### config.mk
export PLATFORM = sky130hd
export DESIGN_NAME = ex_stage
export DESIGN_NICKNAME = d
export VERILOG_FILES = /design/src/ex_pkg.sv /design/src/fu_result_if.sv /design/src/ex_stage.sv /design/src/ex_control.sv /design/src/ex_branch.sv /design/src/ex_mult.sv /design/src/ex_alu.sv /design/src/ex_operand_select.sv
export VERILOG_INCLUDE_DIRS = /design/src
export SDC_FILE = /design/constraint.sdc
export NUM_CORES = 2
export LEC_CHECK = 0
export CAP_MARGIN = 10
export CORE_ASPECT_RATIO = 0.8
export CORE_UTILIZATION = 25
export CTS_BUF_LIST = sky130_fd_sc_hd__clkbuf_8
export CTS_CLUSTER_SIZE = 30
export DETAILED_ROUTE_END_ITERATION = 12
export DONT_BUFFER_PORTS = 1
export MAX_ROUTING_LAYER = met4
export PLACE_DENSITY = 0.48
export SLEW_MARGIN = 25
export SYNTH_ARGS = -nofsm -noshare
export SYNTH_HDL_FRONTEND = slang
export SYNTH_SLANG_ARGS = --single-unit
### constraint.sdc
create_clock -name clock -period 9.09 [get_ports clock]
set_input_delay 0 -clock clock [delete_from_list [all_inputs] [get_ports clock]]
set_output_delay 0 -clock clock [all_outputs]
set_load 0.1 [all_outputs]
### src/ex_settings.svh
// Width and depth settings for the execute stage
// Included by the package, the result interface and every stage module
`ifndef EX_SETTINGS_SVH
`define EX_SETTINGS_SVH

// Data path width, one machine word
`define EX_XLEN 32

// Operation tag width, enough for 16 operations in flight
`define EX_TAG_W 4

// Multiplier latency in cycles from start to valid
// Works from 2 up to 6
`define EX_MULT_STAGES 4

`endif
### src/ex_pkg.sv
// Types shared by the execute stage modules and the testbench
// Referenced with scoped names only
`include "ex_settings.svh"

package ex_pkg;

    //////////////////////////////
    // Unit selection and function codes
    //////////////////////////////

    typedef enum logic [1:0] {
        FU_ALU,
        FU_MULT,
        FU_BRANCH
    } fu_type_e;

    typedef enum logic [3:0] {
        ADD, SUB, AND, OR, XOR,
        SLT, SLTU, SLL, SRL, SRA,
        MUL, MULH, MULHSU, MULHU  // Multiplier only
    } alu_func_e;

    //////////////////////////////
    // Operand muxes
    //////////////////////////////

    typedef enum logic [1:0] {
        RS1,
        PC,
        ZERO
    } opa_sel_e;

    typedef enum logic [2:0] {
        RS2,
        I_IMM,
        S_IMM,
        B_IMM,
        U_IMM,
        J_IMM,
        FOUR    // Constant 4 for link computations
    } opb_sel_e;

    // One operation as seen by any functional unit
    typedef struct packed {
        logic [`EX_TAG_W-1:0] tag;
        alu_func_e            func;
        logic [`EX_XLEN-1:0]  opa;
        logic [`EX_XLEN-1:0]  opb;
        logic [`EX_XLEN-1:0]  pc;
        logic [`EX_XLEN-1:0]  rs1;   // Raw register values for branch compare
        logic [`EX_XLEN-1:0]  rs2;
        logic [2:0]           funct3;
        logic                 uncond; // JAL / JALR
    } fu_op_t;

endpackage

### src/fu_result_if.sv
// Completion bundle from one functional unit to the control block
// Unit drives source, control reads sink; valid is a single-cycle pulse
`include "ex_settings.svh"

interface fu_result_if;

    logic                 valid;       // One pulse per finished op
    logic [`EX_TAG_W-1:0] tag;
    logic [`EX_XLEN-1:0]  value;       // Result or link value
    logic                 take_branch; // Branch unit only
    logic [`EX_XLEN-1:0]  target;      // Branch unit only

    modport source (
        output valid, tag, value, take_branch, target
    );

    modport sink (
        input valid, tag, value, take_branch, target
    );

endinterface

### src/ex_stage.sv
// Execute stage top level for the RV32IM core
// One tagged issue per cycle in, one tagged completion per cycle out
`include "ex_settings.svh"

module ex_stage (
    input  logic                 clock,
    input  logic                 reset,
    input  logic                 issue_valid,
    output logic                 issue_ready,
    input  logic [`EX_TAG_W-1:0] issue_tag,
    input  ex_pkg::fu_type_e     issue_fu,
    input  ex_pkg::alu_func_e    issue_func,
    input  ex_pkg::opa_sel_e     issue_opa_sel,
    input  ex_pkg::opb_sel_e     issue_opb_sel,
    input  logic [`EX_XLEN-1:0]  issue_inst,
    input  logic [`EX_XLEN-1:0]  issue_pc,
    input  logic [`EX_XLEN-1:0]  issue_rs1,
    input  logic [`EX_XLEN-1:0]  issue_rs2,
    input  logic                 issue_uncond,
    output logic                 done_valid,
    output logic [`EX_TAG_W-1:0] done_tag,
    output logic [`EX_XLEN-1:0]  done_value,
    output logic                 done_take_branch,
    output logic [`EX_XLEN-1:0]  done_target
);

    ex_pkg::fu_op_t op;            // Shared by all units
    logic           alu_start, mult_start, branch_start;

    fu_result_if alu_res ();
    fu_result_if mult_res ();
    fu_result_if branch_res ();

    ex_operand_select opsel0 (
        .inst(issue_inst), .pc(issue_pc), .rs1(issue_rs1), .rs2(issue_rs2),
        .opa_sel(issue_opa_sel), .opb_sel(issue_opb_sel), .tag(issue_tag),
        .func(issue_func), .uncond(issue_uncond), .op(op)
    );

    ex_alu alu0 (.clock(clock), .reset(reset), .start(alu_start), .op(op), .result(alu_res));
    ex_mult mult0 (.clock(clock), .reset(reset), .start(mult_start), .op(op),
                   .result(mult_res));
    ex_branch branch0 (.clock(clock), .reset(reset), .start(branch_start), .op(op),
                       .result(branch_res));

    ex_control ctrl0 (
        .clock(clock), .reset(reset),
        .issue_valid(issue_valid), .issue_fu(issue_fu), .issue_ready(issue_ready),
        .alu_start(alu_start), .mult_start(mult_start), .branch_start(branch_start),
        .alu_res(alu_res), .mult_res(mult_res), .branch_res(branch_res),
        .done_valid(done_valid), .done_tag(done_tag), .done_value(done_value),
        .done_take_branch(done_take_branch), .done_target(done_target)
    );

endmodule

### src/ex_control.sv
// Issue steering and completion slot booking for the execute stage
// Refuses issues whose completion cycle is already taken, then muxes
// the single valid unit result onto the shared completion port
`include "ex_settings.svh"

module ex_control (
    input  logic                 clock,
    input  logic                 reset,
    input  logic                 issue_valid,
    input  ex_pkg::fu_type_e     issue_fu,
    output logic                 issue_ready,
    output logic                 alu_start,
    output logic                 mult_start,
    output logic                 branch_start,
    fu_result_if.sink            alu_res,
    fu_result_if.sink            mult_res,
    fu_result_if.sink            branch_res,
    output logic                 done_valid,
    output logic [`EX_TAG_W-1:0] done_tag,
    output logic [`EX_XLEN-1:0]  done_value,
    output logic                 done_take_branch,
    output logic [`EX_XLEN-1:0]  done_target
);

    localparam int S = `EX_MULT_STAGES;

    // Bit i set: completion port busy i+1 cycles from now
    logic [S-1:0] book_q;
    logic [S-1:0] book_set;
    logic         accept;

    //////////////////////////////
    // Issue side
    //////////////////////////////

    // Multiply looks S cycles ahead, the rest one cycle ahead
    assign issue_ready = (issue_fu == ex_pkg::FU_MULT) ? ~book_q[S-1] : ~book_q[0];
    assign accept      = issue_valid & issue_ready;

    assign alu_start    = accept & (issue_fu == ex_pkg::FU_ALU);
    assign mult_start   = accept & (issue_fu == ex_pkg::FU_MULT);
    assign branch_start = accept & (issue_fu == ex_pkg::FU_BRANCH);

    always_comb begin
        book_set        = '0;
        book_set[0]     = alu_start | branch_start;
        book_set[S-1]   = book_set[S-1] | mult_start;
    end

    // Advance one slot per cycle
    always_ff @(posedge clock) begin
        if (reset) begin
            book_q <= '0;
        end else begin
            book_q <= (book_q | book_set) >> 1;
        end
    end

    //////////////////////////////
    // Completion mux
    //////////////////////////////

    always_comb begin
        done_valid = alu_res.valid | mult_res.valid | branch_res.valid;
        if (mult_res.valid) begin
            done_tag         = mult_res.tag;
            done_value       = mult_res.value;
            done_take_branch = mult_res.take_branch;
            done_target      = mult_res.target;
        end else if (branch_res.valid) begin
            done_tag         = branch_res.tag;
            done_value       = branch_res.value;
            done_take_branch = branch_res.take_branch;
            done_target      = branch_res.target;
        end else begin     // ALU, or idle
            done_tag         = alu_res.tag;
            done_value       = alu_res.value;
            done_take_branch = alu_res.take_branch;
            done_target      = alu_res.target;
        end
    end

endmodule

### src/ex_branch.sv
// Branch unit: condition, target and link value
// One-cycle latency, same timing as the ALU
`include "ex_settings.svh"

module ex_branch (
    input  logic           clock,
    input  logic           reset,
    input  ex_pkg::fu_op_t op,
    input  logic           start,
    fu_result_if.source    result
);

    logic                 cond;
    logic                 valid_q;
    logic [`EX_TAG_W-1:0] tag_q;
    logic                 take_q;
    logic [`EX_XLEN-1:0]  target_q;
    logic [`EX_XLEN-1:0]  link_q;

    // Condition from funct3, compares raw rs1/rs2
    always_comb begin
        case (op.funct3)
            3'b000:  cond = (op.rs1 == op.rs2);                    // BEQ
            3'b001:  cond = (op.rs1 != op.rs2);                    // BNE
            3'b100:  cond = ($signed(op.rs1) <  $signed(op.rs2));  // BLT
            3'b101:  cond = ($signed(op.rs1) >= $signed(op.rs2));  // BGE
            3'b110:  cond = (op.rs1 <  op.rs2);                    // BLTU
            3'b111:  cond = (op.rs1 >= op.rs2);                    // BGEU
            default: cond = 1'b0;
        endcase
    end

    always_ff @(posedge clock) begin
        if (reset) begin
            valid_q <= 1'b0;
        end else begin
            valid_q <= start;
        end
    end

    always_ff @(posedge clock) begin
        if (start) begin
            tag_q    <= op.tag;
            take_q   <= op.uncond | cond;                          // Jumps always taken
            target_q <= (op.opa + op.opb) & ~`EX_XLEN'd1;          // JALR clears bit 0
            link_q   <= op.pc + `EX_XLEN'd4;
        end
    end

    assign result.valid       = valid_q;
    assign result.tag         = tag_q;
    assign result.value       = link_q;
    assign result.take_branch = take_q;
    assign result.target      = target_q;

endmodule

### src/ex_mult.sv
// Pipelined multiplier for MUL, MULH, MULHSU and MULHU
// Fixed latency of EX_MULT_STAGES, accepts a new op every cycle
`include "ex_settings.svh"

module ex_mult (
    input  logic           clock,
    input  logic           reset,
    input  logic           start,
    input  ex_pkg::fu_op_t op,
    fu_result_if.source    result
);

    localparam int S = `EX_MULT_STAGES;
    localparam int W = `EX_XLEN;

    logic             a_signed, b_signed;
    logic [2*W-1:0]   a_ext, b_ext;
    logic [2*W-1:0]   product;
    logic [S-1:0]     valid_q;
    logic [S-1:0]     hi_q;                  // Return upper word
    logic [`EX_TAG_W-1:0] tag_q  [S];
    logic [2*W-1:0]   prod_q [S];

    // Signedness per function, MULHU is fully unsigned
    assign a_signed = (op.func == ex_pkg::MUL) || (op.func == ex_pkg::MULH) ||
                      (op.func == ex_pkg::MULHSU);
    assign b_signed = (op.func == ex_pkg::MUL) || (op.func == ex_pkg::MULH);

    assign a_ext = {{W{a_signed & op.opa[W-1]}}, op.opa};
    assign b_ext = {{W{b_signed & op.opb[W-1]}}, op.opb};

    assign product = a_ext * b_ext;  // Low 2W bits are exact for both signednesses

    //////////////////////////////
    // Register chain
    //////////////////////////////

    always_ff @(posedge clock) begin
        if (reset) begin
            valid_q <= '0;
        end else begin
            valid_q <= {valid_q[S-2:0], start};
        end
    end

    always_ff @(posedge clock) begin
        tag_q[0]  <= op.tag;
        hi_q[0]   <= (op.func != ex_pkg::MUL);
        prod_q[0] <= product;
        for (int i = 1; i < S; i++) begin
            tag_q[i]  <= tag_q[i-1];
            hi_q[i]   <= hi_q[i-1];
            prod_q[i] <= prod_q[i-1];
        end
    end

    // Last stage drives the completion bundle
    assign result.valid       = valid_q[S-1];
    assign result.tag         = tag_q[S-1];
    assign result.value       = hi_q[S-1] ? prod_q[S-1][2*W-1:W] : prod_q[S-1][W-1:0];
    assign result.take_branch = 1'b0;
    assign result.target      = '0;

endmodule

### src/ex_alu.sv
// Single-cycle integer ALU
// Result appears on the completion bundle one cycle after start
`include "ex_settings.svh"

module ex_alu (
    input  logic           clock,
    input  logic           reset,
    input  logic           start,
    input  ex_pkg::fu_op_t op,
    fu_result_if.source    result
);

    logic [`EX_XLEN-1:0]  alu_out;
    logic [4:0]           shamt;
    logic                 valid_q;
    logic [`EX_TAG_W-1:0] tag_q;
    logic [`EX_XLEN-1:0]  value_q;

    assign shamt = op.opb[4:0];  // RV32 shift amount

    always_comb begin
        case (op.func)
            ex_pkg::ADD:  alu_out = op.opa + op.opb;
            ex_pkg::SUB:  alu_out = op.opa - op.opb;
            ex_pkg::AND:  alu_out = op.opa & op.opb;
            ex_pkg::OR:   alu_out = op.opa | op.opb;
            ex_pkg::XOR:  alu_out = op.opa ^ op.opb;
            ex_pkg::SLT:  alu_out = {{(`EX_XLEN-1){1'b0}}, $signed(op.opa) < $signed(op.opb)};
            ex_pkg::SLTU: alu_out = {{(`EX_XLEN-1){1'b0}}, op.opa < op.opb};
            ex_pkg::SLL:  alu_out = op.opa << shamt;
            ex_pkg::SRL:  alu_out = op.opa >> shamt;
            ex_pkg::SRA:  alu_out = $signed(op.opa) >>> shamt;  // Sign fill
            default:      alu_out = '0;        // Multiply codes never steered here
        endcase
    end

    // Valid pulse
    always_ff @(posedge clock) begin
        if (reset) begin
            valid_q <= 1'b0;
        end else begin
            valid_q <= start;
        end
    end

    // Payload only loads on start
    always_ff @(posedge clock) begin
        if (start) begin
            tag_q   <= op.tag;
            value_q <= alu_out;
        end
    end

    assign result.valid       = valid_q;
    assign result.tag         = tag_q;
    assign result.value       = value_q;
    assign result.take_branch = 1'b0;
    assign result.target      = '0;

endmodule

### src/ex_operand_select.sv
// Immediate decode and operand muxing for the execute stage
// Purely combinational, feeds the same op to all three units
`include "ex_settings.svh"

module ex_operand_select (
    input  logic [`EX_XLEN-1:0]  inst,
    input  logic [`EX_XLEN-1:0]  pc,
    input  logic [`EX_XLEN-1:0]  rs1,
    input  logic [`EX_XLEN-1:0]  rs2,
    input  ex_pkg::opa_sel_e     opa_sel,
    input  ex_pkg::opb_sel_e     opb_sel,
    input  logic [`EX_TAG_W-1:0] tag,
    input  ex_pkg::alu_func_e    func,
    input  logic                 uncond,
    output ex_pkg::fu_op_t       op
);

    logic [`EX_XLEN-1:0] i_imm, s_imm, b_imm, u_imm, j_imm;
    logic [`EX_XLEN-1:0] opa, opb;

    // RV32 immediate formats, sign bit is always inst[31]
    assign i_imm = {{(`EX_XLEN-12){inst[31]}}, inst[31:20]};
    assign s_imm = {{(`EX_XLEN-12){inst[31]}}, inst[31:25], inst[11:7]};
    assign b_imm = {{(`EX_XLEN-13){inst[31]}}, inst[31], inst[7], inst[30:25],
                    inst[11:8], 1'b0};
    assign u_imm = {inst[31:12], 12'b0};       // Upper 20 bits, no extension needed
    assign j_imm = {{(`EX_XLEN-21){inst[31]}}, inst[31], inst[19:12], inst[20],
                    inst[30:21], 1'b0};

    always_comb begin
        case (opa_sel)
            ex_pkg::RS1: opa = rs1;
            ex_pkg::PC:  opa = pc;
            default:     opa = '0;             // ZERO, e.g. LUI
        endcase
        case (opb_sel)
            ex_pkg::RS2:   opb = rs2;
            ex_pkg::I_IMM: opb = i_imm;
            ex_pkg::S_IMM: opb = s_imm;
            ex_pkg::B_IMM: opb = b_imm;
            ex_pkg::U_IMM: opb = u_imm;
            ex_pkg::J_IMM: opb = j_imm;
            default:       opb = `EX_XLEN'd4;  // FOUR
        endcase
    end

    // Pack the unit-facing op
    always_comb begin
        op.tag    = tag;
        op.func   = func;
        op.opa    = opa;
        op.opb    = opb;
        op.pc     = pc;
        op.rs1    = rs1;
        op.rs2    = rs2;
        op.funct3 = inst[14:12];
        op.uncond = uncond;
    end

endmodule

==> results.ini <==
[worst_setup_path]
cp.required_ns = 9.66
slowest_delay_ns = 0.89
crit_fanout = 68
critical_path_class = in -> reg
cp-end-kind = flop
crit_path_frequent_cell = fa_1
arrival_ns = 9.26
start_kind = input pin
worst_path_max_delay_cell = dlygate4sd3_1

[clock_network]
clk_pin_slew_ns = 0.06
root_buffer = clkbuf_8
htreeDepth = 2
cts_tree = built
worstSkewPairLatency_ns = 0.74
clock-sinks = 386
clockBufferDepth = 3
cts_buffers = 60
post_cts_resized = 0

[detailed_routing]
wire_per_inst_microns = 27.85
drtIter0Drc = 4949
met3_wirelength_mm = 24.80
dr.pass1.iters = 6
avgViaCountPerCell = 4.931
met2WireLength_mm = 109.1
met1Wirelength_mm = 126.2
highest_layer = met4
wl_mm = 272.0
ant_nets = 0
drc = 0
vias = 48150

[grt]
antenna_found_initial = 42
grtUsageTotal_pct = 24.06
grt_pass1_vias = 49870
grt_overflow = 0
grt_max_degree = 71
grt_pass1_wl_mm = 385.3

[power]
p_leak_nw = 30.41
peakVddDrop_v = 0.001279
total_power_mw = 25.92
powerDensity_nw_per_um2 = 389.5

[finish]
area_growth_pct = 14.82
layout.nets = 8264
layout_commonest_cell = inv_1
multi_input_comb_area_sq_um = 43580
fin_util_pct = 28.98
final_cell_mix = inv_1, fa_1, nand2_1, nor2_1, buf_4
seq_area_sq_um = 8775
fillers = 24440
drive_gt1_share_pct = 10.20

[timing]
relSlewSlack_pct = 26.50
layout_worst_path_cycle_share_pct = 95.63
fin_hold_ws_ns = 0.06396
rsz0062_at_grt = no
fin_crit_ns = 8.693
clock.fmax_mhz = 115.0
tightest_slew_ns = 1.103
drv_slew = 0
setup_slack_ns = 0.3971
tns_ns = 0
finalSetupViolCount = 0
finClkSkew_ns = 0.04149
hold_viol = 0

[place]
gp_congestion = 1.003
pre_cts_slack_ns = 0.2640
numPortBuffers = 0
hpwl_mm = 225.2

[hold_path]
hp-class = in -> reg

[yosys]
synth_ff_type = dfxtp_1
netlist_instances = 6450
syn_nets = 8066
ys.warnings.count = 0
ys_seq_elements = 386
synth_edf_count = 104
ys_types = 94
async_reset_ff_share_pct = 0
seq_area_frac_synth_pct = 15.13
netlist_area_sq_um = 57960
avgSynthCellArea_sq_um = 8.986

[status]
status = complete, no violations

[die]
die_h_microns = 432.7
rows = 157
io_pins = 218
die_x_microns = 540.3
start_util_pct = 25.24
dieArea_sq_um = 233800
core-area_sq_um = 229600

[job]
max_cap_violations = 0

==> layer usage <==
metal,vias to the layer above,track usage [%]
met1,24950,34.39
met2,2289,33.21
li1,20530,-
met3,381,4.823
met5,-,-
met4,0,8.648
==> registers in the layout (all words and copies together), names as in the netlist <==
name and flops:
mult0.valid_q 4, branch0.result.tag 4, alu0.result.tag 4, alu0.result.value 32, mult0.tag_q 16, branch0.result.target 31
branch0.result.valid 1, mult0.prod_q 256, alu0.result.valid 1, branch0.result.take_branch 1, mult0.hi_q 4, branch0.result.value 32
==> synthesized netlist by cell type, drive strengths merged, types with 71 or more instances <==
cell type | n | area, sq um
inv | 1240 | 4654
fa | 1127 | 22560
nand2 | 840 | 3153
nor2 | 596 | 2247
ha | 342 | 4279
dfxtp | 282 | 5645
clkbuf | 270 | 1013
a21oi | 249 | 1250
o21ai | 192 | 964.7
mux2i | 119 | 1191
xnor2 | 105 | 919.6
edfxtp | 104 | 3123
buf | 90 | 411.7
a21o | 71 | 533.0
==> stage by stage <==
| stage | instances | area, sq um |
|---|---|---|
| after floorplan | 6450 | 57960 |
| after CTS | 9720 | 66430 |
| after global routing | 9748 | 66510 |
| final | 9765 | 66550 |
| after global placement | 9517 | 64040 |
| after detailed placement | 9517 | 64130 |
==> repair_timing <==
item / 4_1_cts / 5_1_grt
endpoints found under the hold margin: 171 / 0
hold buffers: 90 / 0
buffers inserted: 0 / 0
==> layout make-up <==
| type | count | area share (%) |
|---|---|---|
| Antenna cell | 45 | 0.1692 |
| Inverter | 1259 | 7.101 |
| Timing Repair Buffer | 496 | 6.272 |
| Sequential cell | 386 | 13.18 |
| Tap cell | 3021 | 5.680 |
| Clock inverter | 36 | 0.5151 |
| Multi-Input combinational cell | 4445 | 65.49 |
| Clock buffer | 77 | 1.592 |
==> power by group <==
| part | switching, mW | internal (mW) | total (mW) |
|---|---|---|---|
| Sequential | 0.225 | 2.52 | 2.74 |
| Clock | 0.758 | 0.919 | 1.68 |
| Combinational | 13.6 | 7.94 | 21.5 |
==> final timing paths <==
kind,start,end,slack [ns],depth (start not counted)
setup reg to reg,mult0.valid_q[2]$_SDFF_PP0_,branch0.result.valid$_SDFF_PP0_,6.89,4
hold reg to reg,mult0.prod_q[1][26]$_DFF_P_,mult0.prod_q[2][26]$_DFF_P_,0.29,0
hold / removal,issue_pc[4],branch0.result.value[5]$_DFFE_PP_,0.06,3
setup / recovery,issue_opb_sel[2],mult0.prod_q[0][50]$_DFF_P_,0.40,30
==> worst max-delay path: cells and delay by family <==
| kind | cells | cell delay (ns) |
|---|---|---|
| xor+xnor | 1 | 0.36 |
| compound gates | 6 | 1.67 |
| fa+ha+maj | 9 | 4.22 |
| buf+inv | 9 | 2.02 |
| simple gates | 5 | 0.89 |
==> logic make-up after synthesis <==
logic type,synth area share (%)
AOI/OAI and AO/OA,10.18
adders and majority gates,46.31
and+or+nand+nor,12.97
xor gates and xnor gates,2.115
buffers and inverters,10.61
DFF,15.13
other,0.006470
muxes,2.677
(Power assumes the default switching activity.)
